==> src/adc_timing_pkg.sv <==
// AD7606 timing in usr_clk cycles (25 MHz) and static pin levels, shared by all controller blocks.
package adc_timing_pkg;

    // **************************************************
    // clock and chip timing, in usr_clk cycles
    // **************************************************
    localparam int clk_period_ns        = 40;  // usr_clk at 25 MHz.
    localparam int reset_pulse_clks     = 2;   // RESET high time.
    localparam int convst_low_clks      = 1;   // CONVST low time.
    localparam int busy_rise_min_clks   = 1;   // earliest accepted BUSY high.
    localparam int busy_rise_max_clks   = 4;   // BUSY still low here is a fault.
    localparam int conv_max_clks        = 117; // worst case conversion plus margin.
    localparam int rd_low_clks          = 2;   // RD# low before sampling the word.
    localparam int rd_high_clks         = 1;   // RD# high between words.
    localparam int first_data_wait_clks = 4;   // extra wait for FIRSTDATA on word 1.

    // **************************************************
    // counter and frame sizes
    // **************************************************
    localparam int timer_width  = 8;  // every down counter.
    localparam int num_channels = 8;

    // static pin levels, driven straight out of the top level
    localparam int       pin_range   = 1;    // +/-10 V range.
    localparam logic [2:0] pin_os    = 3'd0; // no oversampling.
    localparam int       pin_par_sel = 0;    // parallel interface.
    localparam int       pin_stby_n  = 1;    // normal operation.

endpackage

==> src/adc_types_pkg.sv <==
// Data types for AD7606 samples, the synchronized pin bundle and the eight-channel result frame.
package adc_types_pkg;

    // **************************************************
    // sample words
    // **************************************************
    typedef logic [15:0] sample_t;  // one channel, two's complement.
    typedef logic [2:0]  chan_idx_t; // channel 1 is index 0.

    // chip outputs after the two-flop synchronizer
    typedef struct packed {
        logic    busy;       // conversion in progress.
        logic    first_data; // high while channel 1 is on the bus.
        sample_t data;       // DB15..DB0.
    } adc_pins_t;

    // **************************************************
    // result frame
    // **************************************************
    // channel 1 sits in the low word
    typedef sample_t [adc_timing_pkg::num_channels-1:0] adc_frame_t;

endpackage

==> src/adc_pin_sync.sv <==
// Synchronizes the AD7606 status and data pins to usr_clk and detects the user trigger edge.
`timescale 1ns/1ns

module adc_pin_sync (
    input  logic                     usr_clk,
    input  logic                     usr_rst,
    input  logic                     usr_trigger,
    input  logic                     hw_busy,
    input  logic                     hw_first_data,
    input  adc_types_pkg::sample_t   hw_data,
    output adc_types_pkg::adc_pins_t pins,
    output logic                     trig_rise
);

    import adc_types_pkg::*;

    adc_pins_t  pins_meta; // first synchronizer stage.
    logic [2:0] trig_sync; // two sync stages plus history.

    // **************************************************
    // chip pins, two flops each
    // **************************************************
    always_ff @(posedge usr_clk or negedge usr_rst) begin
        if (!usr_rst) begin
            pins_meta <= '0;
            pins      <= '0; // busy and first_data idle low.
        end else begin
            pins_meta <= '{busy: hw_busy, first_data: hw_first_data, data: hw_data};
            pins      <= pins_meta;
        end
    end

    // **************************************************
    // trigger edge
    // **************************************************
    always_ff @(posedge usr_clk or negedge usr_rst) begin
        if (!usr_rst) begin
            trig_sync <= '0;
        end else begin
            trig_sync <= {trig_sync[1:0], usr_trigger};
        end
    end

    assign trig_rise = trig_sync[1] & ~trig_sync[2]; // one cycle per edge.

endmodule

==> src/adc_reset_seq.sv <==
// Drives the AD7606 RESET pulse after usr_rst or a fault and reports when the chip is ready.
`timescale 1ns/1ns

module adc_reset_seq (
    input  logic usr_clk,
    input  logic usr_rst,
    input  logic fault,
    output logic hw_reset,
    output logic ready
);

    import adc_timing_pkg::*;

    typedef enum logic [1:0] {st_pulse, st_settle, st_done} state_t;

    state_t                 state;
    logic [timer_width-1:0] cnt; // remaining pulse cycles.

    always_ff @(posedge usr_clk or negedge usr_rst) begin
        if (!usr_rst) begin
            state    <= st_pulse;
            cnt      <= timer_width'(reset_pulse_clks);
            hw_reset <= 1'b0;
            ready    <= 1'b0;
        end else if (fault) begin
            state    <= st_pulse; // pulse starts again next cycle.
            cnt      <= timer_width'(reset_pulse_clks);
            hw_reset <= 1'b0;
            ready    <= 1'b0;
        end else begin
            case (state)
                st_pulse: begin
                    if (cnt == '0) begin
                        hw_reset <= 1'b0;
                        state    <= st_settle;
                    end else begin
                        hw_reset <= 1'b1;
                        cnt      <= cnt - 1'b1;
                    end
                end
                st_settle: begin
                    ready <= 1'b1; // one cycle after RESET falls.
                    state <= st_done;
                end
                st_done: ;
                default: state <= st_pulse;
            endcase
        end
    end

    a_ready_excl_reset: assert property (@(posedge usr_clk) disable iff (!usr_rst)
        !(ready && hw_reset));

endmodule

==> src/adc_conv_seq.sv <==
// Conversion sequencer for the AD7606: CONVST and CS# control, BUSY checks and the user status flags.
`timescale 1ns/1ns

module adc_conv_seq (
    input  logic usr_clk,
    input  logic usr_rst,
    input  logic trig_rise,
    input  logic ready,
    input  logic busy,
    input  logic read_done,
    input  logic read_fault,
    output logic hw_convst,
    output logic hw_cs,
    output logic read_start,
    output logic fault,
    output logic usr_sampling,
    output logic usr_error_occur
);

    import adc_timing_pkg::*;

    typedef enum logic [2:0] {
        st_idle,
        st_convst,
        st_wait_hi,
        st_wait_lo,
        st_reading
    } state_t;

    state_t                 state;
    logic [timer_width-1:0] cnt;       // per-state down counter.
    logic                   own_fault; // BUSY timeout in either direction.

    assign own_fault = (cnt == '0) &&
                       (((state == st_wait_hi) && !busy) || ((state == st_wait_lo) && busy));
    assign fault     = own_fault || read_fault;

    // **************************************************
    // sequencer
    // **************************************************
    always_ff @(posedge usr_clk or negedge usr_rst) begin
        if (!usr_rst) begin
            state           <= st_idle;
            cnt             <= '0;
            hw_convst       <= 1'b1;
            hw_cs           <= 1'b1;
            read_start      <= 1'b0;
            usr_sampling    <= 1'b0;
            usr_error_occur <= 1'b0;
        end else begin
            read_start <= 1'b0;
            if (fault) begin
                state           <= st_idle;
                hw_convst       <= 1'b1;
                hw_cs           <= 1'b1;
                usr_sampling    <= 1'b0;
                usr_error_occur <= 1'b1; // held until the next accepted trigger.
            end else begin
                case (state)
                    st_idle: begin
                        if (trig_rise && ready) begin
                            hw_cs           <= 1'b0;
                            hw_convst       <= 1'b0;
                            usr_sampling    <= 1'b1;
                            usr_error_occur <= 1'b0;
                            cnt             <= timer_width'(convst_low_clks - 1);
                            state           <= st_convst;
                        end
                    end
                    st_convst: begin
                        if (cnt == '0) begin
                            hw_convst <= 1'b1; // rising edge starts the conversion.
                            cnt       <= timer_width'(busy_rise_max_clks);
                            state     <= st_wait_hi;
                        end else begin
                            cnt <= cnt - 1'b1;
                        end
                    end
                    st_wait_hi: begin
                        // busy counts only after the minimum delay.
                        if (busy && (cnt <= timer_width'(busy_rise_max_clks - busy_rise_min_clks)))
                        begin
                            cnt   <= timer_width'(conv_max_clks);
                            state <= st_wait_lo;
                        end else begin
                            cnt <= cnt - 1'b1;
                        end
                    end
                    st_wait_lo: begin
                        if (!busy) begin
                            read_start <= 1'b1; // results are ready.
                            state      <= st_reading;
                        end else begin
                            cnt <= cnt - 1'b1;
                        end
                    end
                    st_reading: begin
                        if (read_done) begin
                            hw_cs        <= 1'b1;
                            usr_sampling <= 1'b0;
                            state        <= st_idle;
                        end
                    end
                    default: state <= st_idle;
                endcase
            end
        end
    end

    a_convst_in_cs: assert property (@(posedge usr_clk) disable iff (!usr_rst)
        !hw_convst |-> !hw_cs);

    a_no_fault_idle: assert property (@(posedge usr_clk) disable iff (!usr_rst)
        (state == st_idle) |-> !fault);

endmodule

==> src/adc_chan_reader.sv <==
// Reads the eight AD7606 channel words with RD# pulses, checks FIRSTDATA and builds the result frame.
`timescale 1ns/1ns

module adc_chan_reader (
    input  logic                      usr_clk,
    input  logic                      usr_rst,
    input  logic                      read_start,
    input  logic                      fault,
    input  adc_types_pkg::adc_pins_t  pins,
    output logic                      hw_rd,
    output logic                      read_done,
    output logic                      read_fault,
    output adc_types_pkg::adc_frame_t frame
);

    import adc_timing_pkg::*;
    import adc_types_pkg::*;

    typedef enum logic [1:0] {st_idle, st_rd_low, st_sample, st_rd_high} state_t;

    state_t                 state;
    logic [timer_width-1:0] cnt;
    chan_idx_t              idx;        // word being read.
    logic                   first_word;
    logic                   word_ok;    // FIRSTDATA matches the word position.

    assign first_word = (idx == '0);
    assign word_ok    = first_word ? pins.first_data : !pins.first_data;

    // word 1 may wait for FIRSTDATA, later words may not
    assign read_fault = (state == st_sample) && !word_ok && (!first_word || (cnt == '0));

    // **************************************************
    // RD# pulses and capture
    // **************************************************
    always_ff @(posedge usr_clk or negedge usr_rst) begin
        if (!usr_rst) begin
            state     <= st_idle;
            cnt       <= '0;
            idx       <= '0;
            hw_rd     <= 1'b1;
            read_done <= 1'b0;
            frame     <= '0;
        end else begin
            read_done <= 1'b0;
            if (fault) begin
                state <= st_idle;
                idx   <= '0;
                hw_rd <= 1'b1;
                frame <= '0; // a broken frame is never shown.
            end else begin
                case (state)
                    st_idle: begin
                        if (read_start) begin
                            hw_rd <= 1'b0;
                            idx   <= '0;
                            cnt   <= timer_width'(rd_low_clks - 1);
                            state <= st_rd_low;
                        end
                    end
                    st_rd_low: begin
                        if (cnt == '0) begin
                            cnt   <= timer_width'(first_data_wait_clks);
                            state <= st_sample;
                        end else begin
                            cnt <= cnt - 1'b1;
                        end
                    end
                    st_sample: begin
                        if (word_ok) begin
                            frame[idx] <= pins.data;
                            hw_rd      <= 1'b1;
                            idx        <= idx + 1'b1; // wraps to 0 after channel 8.
                            if (idx == chan_idx_t'(num_channels - 1)) begin
                                read_done <= 1'b1;
                                state     <= st_idle;
                            end else begin
                                cnt   <= timer_width'(rd_high_clks - 1);
                                state <= st_rd_high;
                            end
                        end else begin
                            cnt <= cnt - 1'b1; // still waiting on FIRSTDATA.
                        end
                    end
                    st_rd_high: begin
                        if (cnt == '0) begin
                            hw_rd <= 1'b0;
                            cnt   <= timer_width'(rd_low_clks - 1);
                            state <= st_rd_low;
                        end else begin
                            cnt <= cnt - 1'b1;
                        end
                    end
                    default: state <= st_idle;
                endcase
            end
        end
    end

    a_rd_idle_high: assert property (@(posedge usr_clk) disable iff (!usr_rst)
        (state == st_idle) |-> hw_rd);

    a_start_when_idle: assert property (@(posedge usr_clk) disable iff (!usr_rst)
        read_start |-> (state == st_idle));

endmodule

==> src/ad7606_ctrl.sv <==
// Top level of the AD7606 parallel-bus controller; wires the blocks and ties off the static chip pins.
`timescale 1ns/1ns

module ad7606_ctrl (
    input  logic                      usr_clk,
    input  logic                      usr_rst,
    input  logic                      usr_trigger,
    input  logic                      hw_busy,
    input  logic                      hw_first_data,
    input  adc_types_pkg::sample_t    hw_data,
    output logic                      hw_convst,
    output logic                      hw_cs,
    output logic                      hw_rd,
    output logic                      hw_reset,
    output logic                      hw_range,
    output logic [2:0]                hw_os,
    output logic                      hw_par_sel,
    output logic                      hw_stby_n,
    output adc_types_pkg::adc_frame_t usr_frame,
    output logic                      usr_sampling,
    output logic                      usr_error_occur,
    output logic                      usr_ready
);

    import adc_timing_pkg::*;
    import adc_types_pkg::*;

    adc_pins_t pins;       // synchronized chip outputs.
    logic      trig_rise;
    logic      read_start;
    logic      read_done;
    logic      read_fault;
    logic      fault;      // any sequencer or reader fault.
    logic      ready;

    // **************************************************
    // static pins
    // **************************************************
    assign hw_range   = 1'(pin_range);
    assign hw_os      = pin_os;
    assign hw_par_sel = 1'(pin_par_sel);
    assign hw_stby_n  = 1'(pin_stby_n);

    assign usr_ready = ready;

    adc_pin_sync adc_pin_sync_inst (
        .usr_clk       (usr_clk),
        .usr_rst       (usr_rst),
        .usr_trigger   (usr_trigger),
        .hw_busy       (hw_busy),
        .hw_first_data (hw_first_data),
        .hw_data       (hw_data),
        .pins          (pins),
        .trig_rise     (trig_rise)
    );

    adc_reset_seq adc_reset_seq_inst (
        .usr_clk  (usr_clk),
        .usr_rst  (usr_rst),
        .fault    (fault),
        .hw_reset (hw_reset),
        .ready    (ready)
    );

    adc_conv_seq adc_conv_seq_inst (
        .usr_clk         (usr_clk),
        .usr_rst         (usr_rst),
        .trig_rise       (trig_rise),
        .ready           (ready),
        .busy            (pins.busy),
        .read_done       (read_done),
        .read_fault      (read_fault),
        .hw_convst       (hw_convst),
        .hw_cs           (hw_cs),
        .read_start      (read_start),
        .fault           (fault),
        .usr_sampling    (usr_sampling),
        .usr_error_occur (usr_error_occur)
    );

    adc_chan_reader adc_chan_reader_inst (
        .usr_clk    (usr_clk),
        .usr_rst    (usr_rst),
        .read_start (read_start),
        .fault      (fault),
        .pins       (pins),
        .hw_rd      (hw_rd),
        .read_done  (read_done),
        .read_fault (read_fault),
        .frame      (usr_frame)
    );

endmodule

==> config.mk <==
export PLATFORM = sky130hd
export DESIGN_NAME = ad7606_ctrl
export DESIGN_NICKNAME = d
export VERILOG_FILES = /design/src/adc_timing_pkg.sv /design/src/adc_types_pkg.sv /design/src/adc_pin_sync.sv /design/src/adc_reset_seq.sv /design/src/adc_conv_seq.sv /design/src/adc_chan_reader.sv /design/src/ad7606_ctrl.sv
export SDC_FILE = /design/constraint.sdc
export NUM_CORES = 1
export LEC_CHECK = 0
export ABC_AREA = 1
export BUFFER_PORTS_ARGS = -buffer_cell sky130_fd_sc_hd__buf_2
export CAP_MARGIN = 30
export CORE_UTILIZATION = 51
export CTS_CLUSTER_DIAMETER = 50
export DETAILED_ROUTE_END_ITERATION = 7
export PLACE_DENSITY = 0.82
export SYNTH_ARGS = -nofsm -noshare
export SYNTH_HDL_FRONTEND = slang
export SYNTH_SLANG_ARGS = --single-unit
==> constraint.sdc <==
create_clock -name usr_clk -period 2 [get_ports usr_clk]
set_clock_uncertainty 0.2 [all_clocks]
set_input_delay 0.2 -clock usr_clk [delete_from_list [all_inputs] [get_ports usr_clk]]
set_output_delay 0.2 -clock usr_clk [all_outputs]
set_load 0.01 [all_outputs]
# After elaboration in Yosys (flattened, before gate mapping)
# Index checks and enable logic that the tools add are counted.
[totals] reg_bits=210 latch_bits=0 ramBits=0 mem_bits_ro=0 out_inout_bits=141 word_cells=184 mem_count=0
[classes] addsub=4 mul=0 n_div=0 order_cmp=3 n_eq_ne=26 shifts=0 muxes=72 bitwise_logic=3 reduce_logical=45
[op_table] operator="128-bit 2-to-1 mux" count=3
[op_table] operator="128-bit bitwise mux" count=1
[op_table] operator="8-bit 2-to-1 mux" count=12
[op_table] operator="8-bit one-hot mux with 4 select lines" count=2
[op_table] operator="16-bit demux with 3-bit select" count=1
[op_table] operator="1-bit 2-to-1 mux" count=27
[op_table] operator="3-bit 2-to-1 mux" count=9
[op_table] operator="8-bit logical NOT" count=3
[op_table] operator="8-bit by 1-bit subtractor with 8-bit output (second input constant)" count=3
[op_table] operator="3-bit by 1-bit != test with 1-bit output (second input constant)" count=7
[op_table] operator="16-bit 2-to-1 mux" count=1
[op_table] operator="2-bit 2-to-1 mux" count=8
[op_table] operator="3-bit one-hot mux with 5 select lines" count=1
[op_table] operator="3-bit AND reduction" count=4
[op_table] operator="4-bit AND reduction" count=3
[op_table] operator="2-bit nonzero test" count=6
[op_table] operator="3-bit by 2-bit != test with 1-bit output (second input constant)" count=3
[op_table] operator="3-bit nonzero test" count=3
[op_table] operator="8-bit by 2-bit <= comparator with 1-bit output (second input constant)" count=1
[op_table] operator="1-bit logical AND" count=8
[op_table] operator="2-bit one-hot mux with 4 select lines" count=1
[op_table] operator="2-bit AND reduction" count=4
[op_table] operator="4-bit nonzero test" count=2
[op_table] operator="2-bit == test (second input constant)" count=3
[op_table] operator="21 further kinds" count=37

# Logic depth before layout (Yosys ltp)
# Gate-level depths: netlist of the first run.
[depth] depth_word=8 ltp_mapped=13 depth_no_buf=12

# Cells and area by module
# A second synthesis of the first run with hierarchy kept.
[unflattened] cells_unflattened=959 area_unflattened_um2=8804.7
[modules_own_cells] mod="adc_chan_reader" n_inst=1 cells_each=673 area_each_um2=6018.3
[modules_own_cells] mod="adc_conv_seq" n_inst=1 cells_each=150 area_each_um2=1076.0
[modules_own_cells] mod="adc_pin_sync" n_inst=1 cells_each=41 area_each_um2=985.9
[modules_own_cells] mod="adc_reset_seq" n_inst=1 cells_each=87 area_each_um2=671.9
[modules_own_cells] mod="ad7606_ctrl" n_inst=1 cells_each=8 area_each_um2=52.6

# Worst setup path before layout of the first run
# OpenSTA, ideal clock, no wires.
[synth_timing] path_kind="register to register" start="reg adc_chan_reader_inst.idx[0]" end="reg adc_chan_reader_inst.frame[119] in the netlist's numbering" setup_time_ns=0.124 arrival_time_ns=1.625 slack_ns=0.051 path_stages_with_launch=14 period_less_slack_ns=1.949 path_cell_list="dfrtp_1 -> buf_2 -> inv_2 -> ha_1 -> nand2_1 -> nand2_1 -> nand2_2 -> inv_2 -> nor2_2 -> buf_6 -> nand2_1 -> buf_2 -> nand2_1 -> a21oi_1"
[synth_via] elab_chain_cells=8 elab_cells_between_ends=20 cone_classes="2 x order compare; 7 x mux; 11 x reduce/logical"
[synth_rtl] item="start, declared" line="adc_chan_reader.sv:23" rtl="chan_idx_t idx;"
[synth_rtl] item="start signal, assigned" line="adc_chan_reader.sv:73" rtl="idx <= idx + 1'b1;"
[synth_rtl] item="3-bit by 4-bit less-than comparator with 1-bit output (not written as such), or another cell as far along" line="adc_chan_reader.sv:71" rtl="frame[idx] <= pins.data;"
[synth_rtl] item="1-bit logical AND (not written as such) or 1-bit 2-to-1 mux (tied branches)" line="adc_chan_reader.sv:71, adc_chan_reader.sv:28"
[synth_rtl] item="16-bit 2-to-1 mux (not written as such) or 1-bit logical NOT (tied branches)" line="adc_chan_reader.sv:71, adc_chan_reader.sv:31"
[synth_rtl] item="16-bit demux with 3-bit select or 1-bit logical AND (tied branches)"
[synth_rtl] item="128-bit bitwise mux or 1-bit logical AND (tied branches)" line="adc_chan_reader.sv:71, adc_chan_reader.sv:31"
[synth_rtl] item="128-bit 2-to-1 mux or 1-bit logical OR (tied branches)" line="adc_chan_reader.sv:70, adc_conv_seq.sv:36"
[synth_rtl] item="128-bit 2-to-1 mux or 2-bit nonzero test (tied branches)"
[synth_rtl] item="128-bit 2-to-1 mux or 2-bit AND reduction (tied branches)"
[synth_rtl] item="end signal, assigned by index" line="adc_chan_reader.sv:71"
[synth_rtl] item="end, declared" line="adc_chan_reader.sv:13" rtl="output adc_types_pkg::adc_frame_t frame"
# Parallel ways exist; a longest one is shown, timed or not. The select of a mux whose other input is x is not followed.
# A chain may end at the register's enable or synchronous reset.

# Worst setup path after layout of the first run
[layout_timing] start="reg adc_chan_reader_inst.idx[0]" end="reg adc_chan_reader_inst.frame[10] in the netlist's numbering"
# Same word-level chain as after synthesis.

==> impl_metrics.py, run 1 <==
metrics = {
    "outcome": {
        "status": "finished, violations left",
        "violations": "setup timing",
    },
    "logic_synthesis": {
        "yosys_register_bits": 210,
        "synth_area_um2": 9210,
        "ys_top_cells_by_area": "dfrtp_1, nand2_1, nand3_1",
        "synth_edf_count": 0,
        "ys.flop_type": "dfrtp_1",
        "synth_top_family_by_area": "simple AND/OR/NAND/NOR gates",
        "synth_top_area_share_pct": 56.0,
        "yosysWarnings": 0,
        "muxShareOfSynthArea_pct": 0,
        "synth_compound_area_share_pct": 9.24,
        "async_flop_share_pct": 100,
        "synth-seq-area-share_pct": 57.1,
        "synth_xor_area_share_pct": 0.856,
        "synth.distinct_cells": 26,
        "synth_largest_area_cell": "dfrtp_1",
        "synth_fa_ha_area_share_pct": 1.90,
        "synth_area_per_cell_um2": 8.88,
        "syn_inst": 1038,
        "synth-simple-area-share_pct": 23.4,
    },
    "clocking": {
        "cts_made_buffers": 23,
        "htreeDepth": 1,
        "cts_tree": "built",
        "cts_sinks": 210,
        "cts_root_buffer": "clkbuf_16",
        "path_clk_slew_ns": 0.06,
        "clk_latency_ns": 0.53,
        "clock_path_buffers": 3,
    },
    "die": {
        "rows": 48,
        "dieArea_um2": 18600,
        "initial_utilization_pct": 52.7,
        "core_um2": 17500,
        "fp.dieH_um": 136,
        "die_x_um": 136,
        "ios": 162,
    },
    "sta": {
        "setup_violations": 102,
        "min_period_ns": 2.17,
        "finalMaxSlewViolations": 0,
        "rsz0062_at_grt": "yes",
        "max_freq_mhz": 461,
        "tightestPinTransition_ns": 0.656,
        "finalHoldViolCount": 0,
        "fin_ws_ns": -0.169,
        "slew-limit-headroom_pct": 56.3,
        "post-route-period-util_pct": 108,
    },
    "finish": {
        "final_cells": 1503,
        "final.fill_count": 1063,
        "drive_gt1_share_pct": 35.9,
        "post-route-util_pct": 72.9,
        "insertedDiodeCount": 0,
        "fin_nets": 1296,
        "area_growth_pct": 38.4,
    },
    "placement": {
        "io_buffers": 155,
        "dp_slack_ns": -0.203,
        "place_hpwl_um": 16800,
        "placed_cells": 1410,
        "place.gp.congestion": 0.895,
    },
    "worst_setup_path": {
        "arrival_ns": 2.40,
        "slowest_stage": "nor2_1",
        "cp.required_ns": 2.23,
        "critPathBufInv": 3,
        "cp_cell_sequence": "buf_4, buf_4, nor2_1, buf_4, nand3_1, a21oi_2",
        "cp_top_family": "simple AND/OR/NAND/NOR gates",
        "critPathCaptureType": "flip-flop",
        "cpMostUsedCell": "buf_4",
        "path_max_fanout": 8,
        "cpPeakStageDelay_ns": 0.51,
        "worst_setup_path_start_kind": "flip-flop",
        "worstSetupPathType": "reg2reg",
    },
    "power": {
        "switching_share_pct": 39.4,
        "seqPwrFrac_pct": 33.9,
        "power_leakage_nw": 6.19,
        "comb_power_share_pct": 40.5,
        "power-per-cell-area_nw_per_um2": 1330,
        "switchingPower_mw": 6.69,
        "clockPowerShare_pct": 25.6,
        "peakVddDrop_mv": 0.973,
        "intPower_mw": 10.3,
    },
    "drt": {
        "drc_errors": 0,
        "first_pass_iters": 6,
        "routedWlPerCell_um": 21.7,
        "via_count": 9383,
        "routed_wirelength_um": 32700,
        "via_per_inst": 6.24,
        "drtAntennaViolNets": 0,
        "drt_iter0_drc": 1293,
    },
    "grt": {
        "grt_overflow_total": 0,
        "grtUsageTotal_pct": 28.8,
        "grt_pass1_wl_um": 41300,
        "antenna_found_initial": 0,
        "grt_start_max_net_pins": 58,
        "grt_pass1_vias": 8135,
    },
    "flow_run": {
        "drv_cap": 0,
    },
    "worst_hold_path": {
        "hold_class": "in2async",
    },
}
stage by stage:
stage / area, um2 / total power, mW / hold slack [ns] / setup TNS (ns)
after floorplan: 9230 / 9.00 / -0.296 / 0
after global placement: 10500 / 10.7 / 0.000618 / -1.41
after detailed placement: 10500 / 10.9 / 0.00366 / -4.49
after CTS: 11800 / 15.5 / 0.0174 / 0
after global routing: 12700 / 17.8 / 0.0381 / -13.71
final: 12700 / 17.0 / 0.00177 / -3.48
worst paths after layout:
| kind | from | end | slack (ns) | cells past startpoint |
|---|---|---|---|---|
| hold / removal | usr_rst | adc_conv_seq_inst.cnt[1] | 0.002 | 2 |
| min in group usr_clk | hw_data[11] | adc_pin_sync_inst.pins_meta[11] | 0.11 | 2 |
| hold reg to reg | adc_pin_sync_inst.pins_meta[9] | adc_pin_sync_inst.pins[9] | 0.14 | 0 |
| setup reg to reg | adc_chan_reader_inst.idx[0] | adc_chan_reader_inst.frame[10] | -0.17 | 6 |
| max in group asynchronous | usr_rst | adc_chan_reader_inst.frame[89] | 0.89 | 3 |
| setup / recovery | adc_chan_reader_inst.idx[0] | adc_chan_reader_inst.frame[10] | -0.17 | 6 |
sequential cells by signal, summed over array words and instances, names as in the netlist, 2 cells and up:
register / count
adc_pin_sync_inst.pins: 18
adc_pin_sync_inst.pins_meta: 18
adc_conv_seq_inst.state: 3
adc_chan_reader_inst.state: 2
adc_conv_seq_inst.cnt: 8
adc_chan_reader_inst.frame: 128
adc_reset_seq_inst.cnt: 8
adc_reset_seq_inst.state: 2
adc_chan_reader_inst.idx: 3
adc_pin_sync_inst.trig_sync: 3
adc_chan_reader_inst.cnt: 8
layer usage:
layer,global-route usage (%),wire [um],part of all wire (%),up-vias
li1,-,-,-,3851
met1,37.5,11100,34,4482
met2,45.5,15300,47,841
met3,5.48,3890,12,209
met4,15.4,2330,7.1,0
met5,0,0,0,-
cells by family (layout without fill, tap and decap cells):
logic type / count (synthesis) / after routing
and+or+nand+nor: 505 / 505
DFF: 210 / 210
AOI/OAI and AO/OA: 169 / 169
buffers and inverters: 129 / 365
adders and majority gates: 14 / 14
xor gates and xnor gates: 9 / 9
other: 2 / 6
power groups by stage:
stage,clock network [mW],registers [mW],logic (mW)
after detailed placement,0,5.66,5.26
after global placement,0,5.64,5.06
after CTS,4.30,5.60,5.60
final,4.35,5.76,6.88
after global routing,4.52,5.80,7.48
after floorplan,0,5.68,3.32
what timing repair did:
item                                    in CTS  in global routing
setup buffers                               11                  7
gates resized for setup                     27                209
cloned                                       3                 12
hold buffers                                20                  0
pin swaps                                   28                 65
endpoints found under the setup margin      96                169
hold endpoints to repair                   227                  0
cell usage after synthesis (2+ instances only):
cell type and count:
a21oi_1 141, buf_1 5, buf_2 19, buf_4 18, buf_6 11, clkbuf_1 8, clkbuf_2 11, conb_1 2
dfrtp_1 206, dfstp_2 4, ha_1 14, inv_1 52, inv_2 4, nand2_1 248, nand2_2 2, nand3_1 178
nand4_1 5, nor2_1 62, nor2_2 2, nor3_1 3, o21a_1 2, o21ai_0 25, or2_2 5, xor2_1 9
cell type report:
class / count / area, um2 / area share, %
clock buffer: 34 / 657 / 5.15
clock inverter: 8 / 109 / 0.854
inverter: 56 / 218 / 1.71
multi-input combinational: 703 / 4020 / 31.5
sequential: 210 / 5260 / 41.3
tap: 225 / 282 / 2.21
timing repair buffer: 267 / 2200 / 17.3
worst reg2reg max path, cell delays in order, from the launching register on:
cell     delay, ns
dfrtp_1       0.40
buf_4         0.15
buf_4         0.15
nor2_1        0.51
buf_4         0.29
nand3_1       0.13
a21oi_2       0.24
placed cells by master, fill, tap and decap left out, drive strengths merged, types with 20 or more instances in the layout:
master	Yosys	routed
dfrtp	206	206
o21ai	26	26
clkbuf	19	43
a21oi	141	141
nand2	250	250
inv	56	58
buf	54	238
nor2	64	64
dlygate4sd3	0	20
nand3	178	178
Note: power is estimated with default switching activity, not from simulation.
==> run 2, diff against run 1 <==
Settings changed: ABC_AREA 1 to 0, CORE_UTILIZATION 51 to 50, MAX_ROUTING_LAYER from default to met4, PLACE_DENSITY 0.82 to 0.81.
==> run 2 against run 1 <==
  * The flow still finishes with violations (setup timing)
  * Sequential share of layout area up 0.29 points
  * Combinational power up 5.7%
  * Final cell count down 14%
  * Power up 5.5%
  * Routed wire length down 18%
  * Global-route usage down 2.2 points
  * Maximum frequency down 5.3%
  * Sequential cell count unchanged
  * Register-to-register slack worse by 0.12 ns
  * Synthesized cell count down 25%
  * Critical endpoint is now adc_chan_reader_inst.frame[37]
==> impl_metrics.py, run 2 <==
metrics = {
    "logic_synthesis": {
        "synth_fa_ha_area_share_pct": 1.93,
        "synth_compound_area_share_pct": 6.41,
        "synth_largest_area_cell": "dfrtp_1",
        "synth-seq-area-share_pct": 58.7,
        "ys.flop_type": "dfrtp_1",
        "synth-simple-area-share_pct": 12.9,
        "yosys_register_bits": 210,
        "syn_inst": 776,
        "synth_xor_area_share_pct": 0.781,
        "synth_commonest_cells": "dfrtp_1, nor2_1, mux2i_1, buf_2, a21oi_1",
        "synth_area_per_cell_um2": 11.6,
        "yosysWarnings": 0,
        "synth_edf_count": 0,
        "yosysMostFrequentCell": "dfrtp_1",
        "ys_top_cells_by_area": "dfrtp_1, mux2i_1, nor2_1",
        "synth_area_um2": 8970,
        "async_flop_share_pct": 100,
        "synth.distinct_cells": 65,
        "synth_top_area_share_pct": 57.5,
        "muxShareOfSynthArea_pct": 14.9,
        "synth_top_family_by_area": "multiplexers",
    },
    "worst_setup_path": {
        "arrival_ns": 2.49,
        "cp_cell_sequence": "inv_4, ha_4, nand2b_4, mux2i_4, buf_6, nor4_4, buf_4, buf_12, mux2i_2, nor2_1",
        "path_depth": 10,
        "cp_top_family": "buffers and inverters",
        "slowest_stage": "dfrtp_1",
        "ff2ff_path_depth": 10,
        "cp.required_ns": 2.20,
        "r2r-end": "adc_chan_reader_inst.frame[37]",
        "r2r_slack_ns": -0.29,
        "path_max_fanout": 8,
        "cpPeakStageDelay_ns": 0.42,
        "r2r-start": "adc_chan_reader_inst.idx[0]",
        "critPathCaptureType": "flip-flop",
        "worstSetupPathType": "reg2reg",
        "worst_setup_path_start_kind": "flip-flop",
        "critPathBufInv": 4,
    },
    "power": {
        "switchingPower_mw": 6.33,
        "power-per-cell-area_nw_per_um2": 1420,
        "seqPwrFrac_pct": 32.4,
        "intPower_mw": 11.6,
        "clockPowerShare_pct": 27.1,
        "switching_share_pct": 35.3,
        "peakVddDrop_mv": 0.875,
        "power_leakage_nw": 6.88,
        "comb_power_share_pct": 40.6,
    },
    "placement": {
        "place_hpwl_um": 15200,
        "place_area_um2": 10800,
        "place.gp.congestion": 0.879,
        "io_buffers": 155,
    },
    "finish": {
        "layout_commonest_cell": "dfrtp_1",
        "final_cell_mix": "dfrtp_1, buf_2, nor2_1",
        "seqCellArea_um2": 5260,
        "drive_gt1_share_pct": 37.4,
        "largest_reg_flops": 128,
        "regMostFlops": "adc_chan_reader_inst.frame",
        "fin_nets": 1084,
        "multiInputGateArea_um2": 3730,
        "post-route-util_pct": 72.7,
        "area_growth_pct": 41.2,
        "insertedDiodeCount": 0,
        "final.fill_count": 1076,
        "top_regs": "adc_chan_reader_inst.frame (128), adc_pin_sync_inst.pins (18), adc_pin_sync_inst.pins_meta (18)",
        "stdcell_area_um2": 12700,
    },
    "drt": {
        "drtAntennaViolNets": 0,
        "via_count": 7311,
        "routed_wirelength_um": 26700,
        "drt_iter0_drc": 478,
        "drc_errors": 0,
        "routedWlPerCell_um": 20.6,
        "first_pass_iters": 4,
        "via_per_inst": 5.65,
    },
    "worst_hold_path": {
        "hold_class": "in2async",
    },
    "outcome": {
        "status": "finished, violations left",
        "violations": "setup timing",
    },
    "clocking": {
        "path_clk_slew_ns": 0.06,
        "clk_latency_ns": 0.52,
        "cts_tree": "built",
        "cts_sinks": 210,
        "clock_path_buffers": 3,
        "cts_made_buffers": 26,
        "cts_root_buffer": "clkbuf_16",
        "htreeDepth": 1,
    },
    "die": {
        "dieArea_um2": 18500,
        "core_um2": 17400,
        "initial_utilization_pct": 51.5,
        "fp.dieH_um": 136,
        "ios": 162,
        "die_x_um": 136,
        "rows": 48,
    },
    "sta": {
        "min_period_ns": 2.29,
        "fin_ws_ns": -0.290,
        "finalMaxSlewViolations": 0,
        "post-route-period-util_pct": 115,
        "tightestPinTransition_ns": 0.555,
        "slew-limit-headroom_pct": 63.0,
        "max_freq_mhz": 437,
        "rsz0062_at_grt": "yes",
        "finalHoldViolCount": 0,
        "setup_violations": 168,
    },
    "grt": {
        "grt_overflow_total": 0,
        "grt_pass1_vias": 7035,
        "grt_start_max_net_pins": 67,
        "grt_pass1_wl_um": 36800,
        "grtUsageTotal_pct": 26.6,
        "antenna_found_initial": 0,
    },
    "flow_run": {
        "drv_cap": 0,
    },
}
-- run 2: power groups by stage --
stage               sequential [mW]  combinational (mW)  clock, mW
floorplan                      5.91                3.34          0
global placement               5.73                5.86          0
detailed placement             5.76                6.03          0
CTS                            5.71                6.17       4.87
global route                   5.88                7.80       5.06
finish                         5.80                7.27       4.85
-- run 2: logic make-up after synthesis --
logic type / count (synthesis)
and+or+nand+nor: 250
adders and majority gates: 14
muxes: 133
xor gates and xnor gates: 8
DFF: 210
AOI/OAI and AO/OA: 84
other: 2
buffers and inverters: 75
-- run 2: how the worst max path moves through the flow --
stage                                  startpoint                              to
CTS                      adc_conv_seq_inst.cnt[0]        adc_conv_seq_inst.cnt[3]
finish                adc_chan_reader_inst.idx[0]  adc_chan_reader_inst.frame[37]
global route        adc_chan_reader_inst.state[0]  adc_chan_reader_inst.frame[37]
floorplan           adc_chan_reader_inst.state[0]  adc_chan_reader_inst.frame[53]
detailed placement  adc_chan_reader_inst.state[0]  adc_chan_reader_inst.frame[62]
global placement    adc_chan_reader_inst.state[0]  adc_chan_reader_inst.frame[57]
-- run 2: layout make-up --
cell class,count,share of cell area (%)
inverters,16,0.494
clock buffers,30,5.51
well taps,225,2.22
repair buffers,301,19.2
clock inverters,17,1.51
multi-input cells,495,29.5
flip-flops and latches,210,41.6
-- run 2: through the flow --
stage / power, mW / setup slack [ns] / setup TNS (ns) / hold WS (ns) / cells
4_1_cts: 16.8 / -0.246 / -21.71 / 0.0696 / 1269
6_report: 17.9 / -0.290 / -27.47 / 0.0758 / 1294
5_1_grt: 18.7 / -0.361 / -41.43 / 0.0737 / 1294
2_1_floorplan: 9.25 / -0.245 / -9.09 / -0.296 / 780
3_3_place_gp: 11.6 / -0.205 / -20.76 / -0.0455 / 1198
3_5_place_dp: 11.8 / -0.337 / -40.28 / -0.0445 / 1198
-- run 2: what timing repair did --
action / 4_1_cts / 5_1_grt
cloned: 0 / 12
endpoints found under the hold margin: 227 / 0
resized for setup: 12 / 67
buffers inserted: 3 / 13
endpoints found under the setup margin: 168 / 169
hold buffers: 21 / 0
pin swaps: 3 / 22
-- run 2: layer usage --
| layer | wire, um | global-route usage [%] | up-vias |
|---|---|---|---|
| li1 | - | - | 3215 |
| met5 | 0 | - | - |
| met3 | 1650 | 5.03 | 77 |
| met1 | 10900 | 34.9 | 3694 |
| met2 | 13100 | 40.7 | 325 |
| met4 | 1090 | 10.8 | 0 |
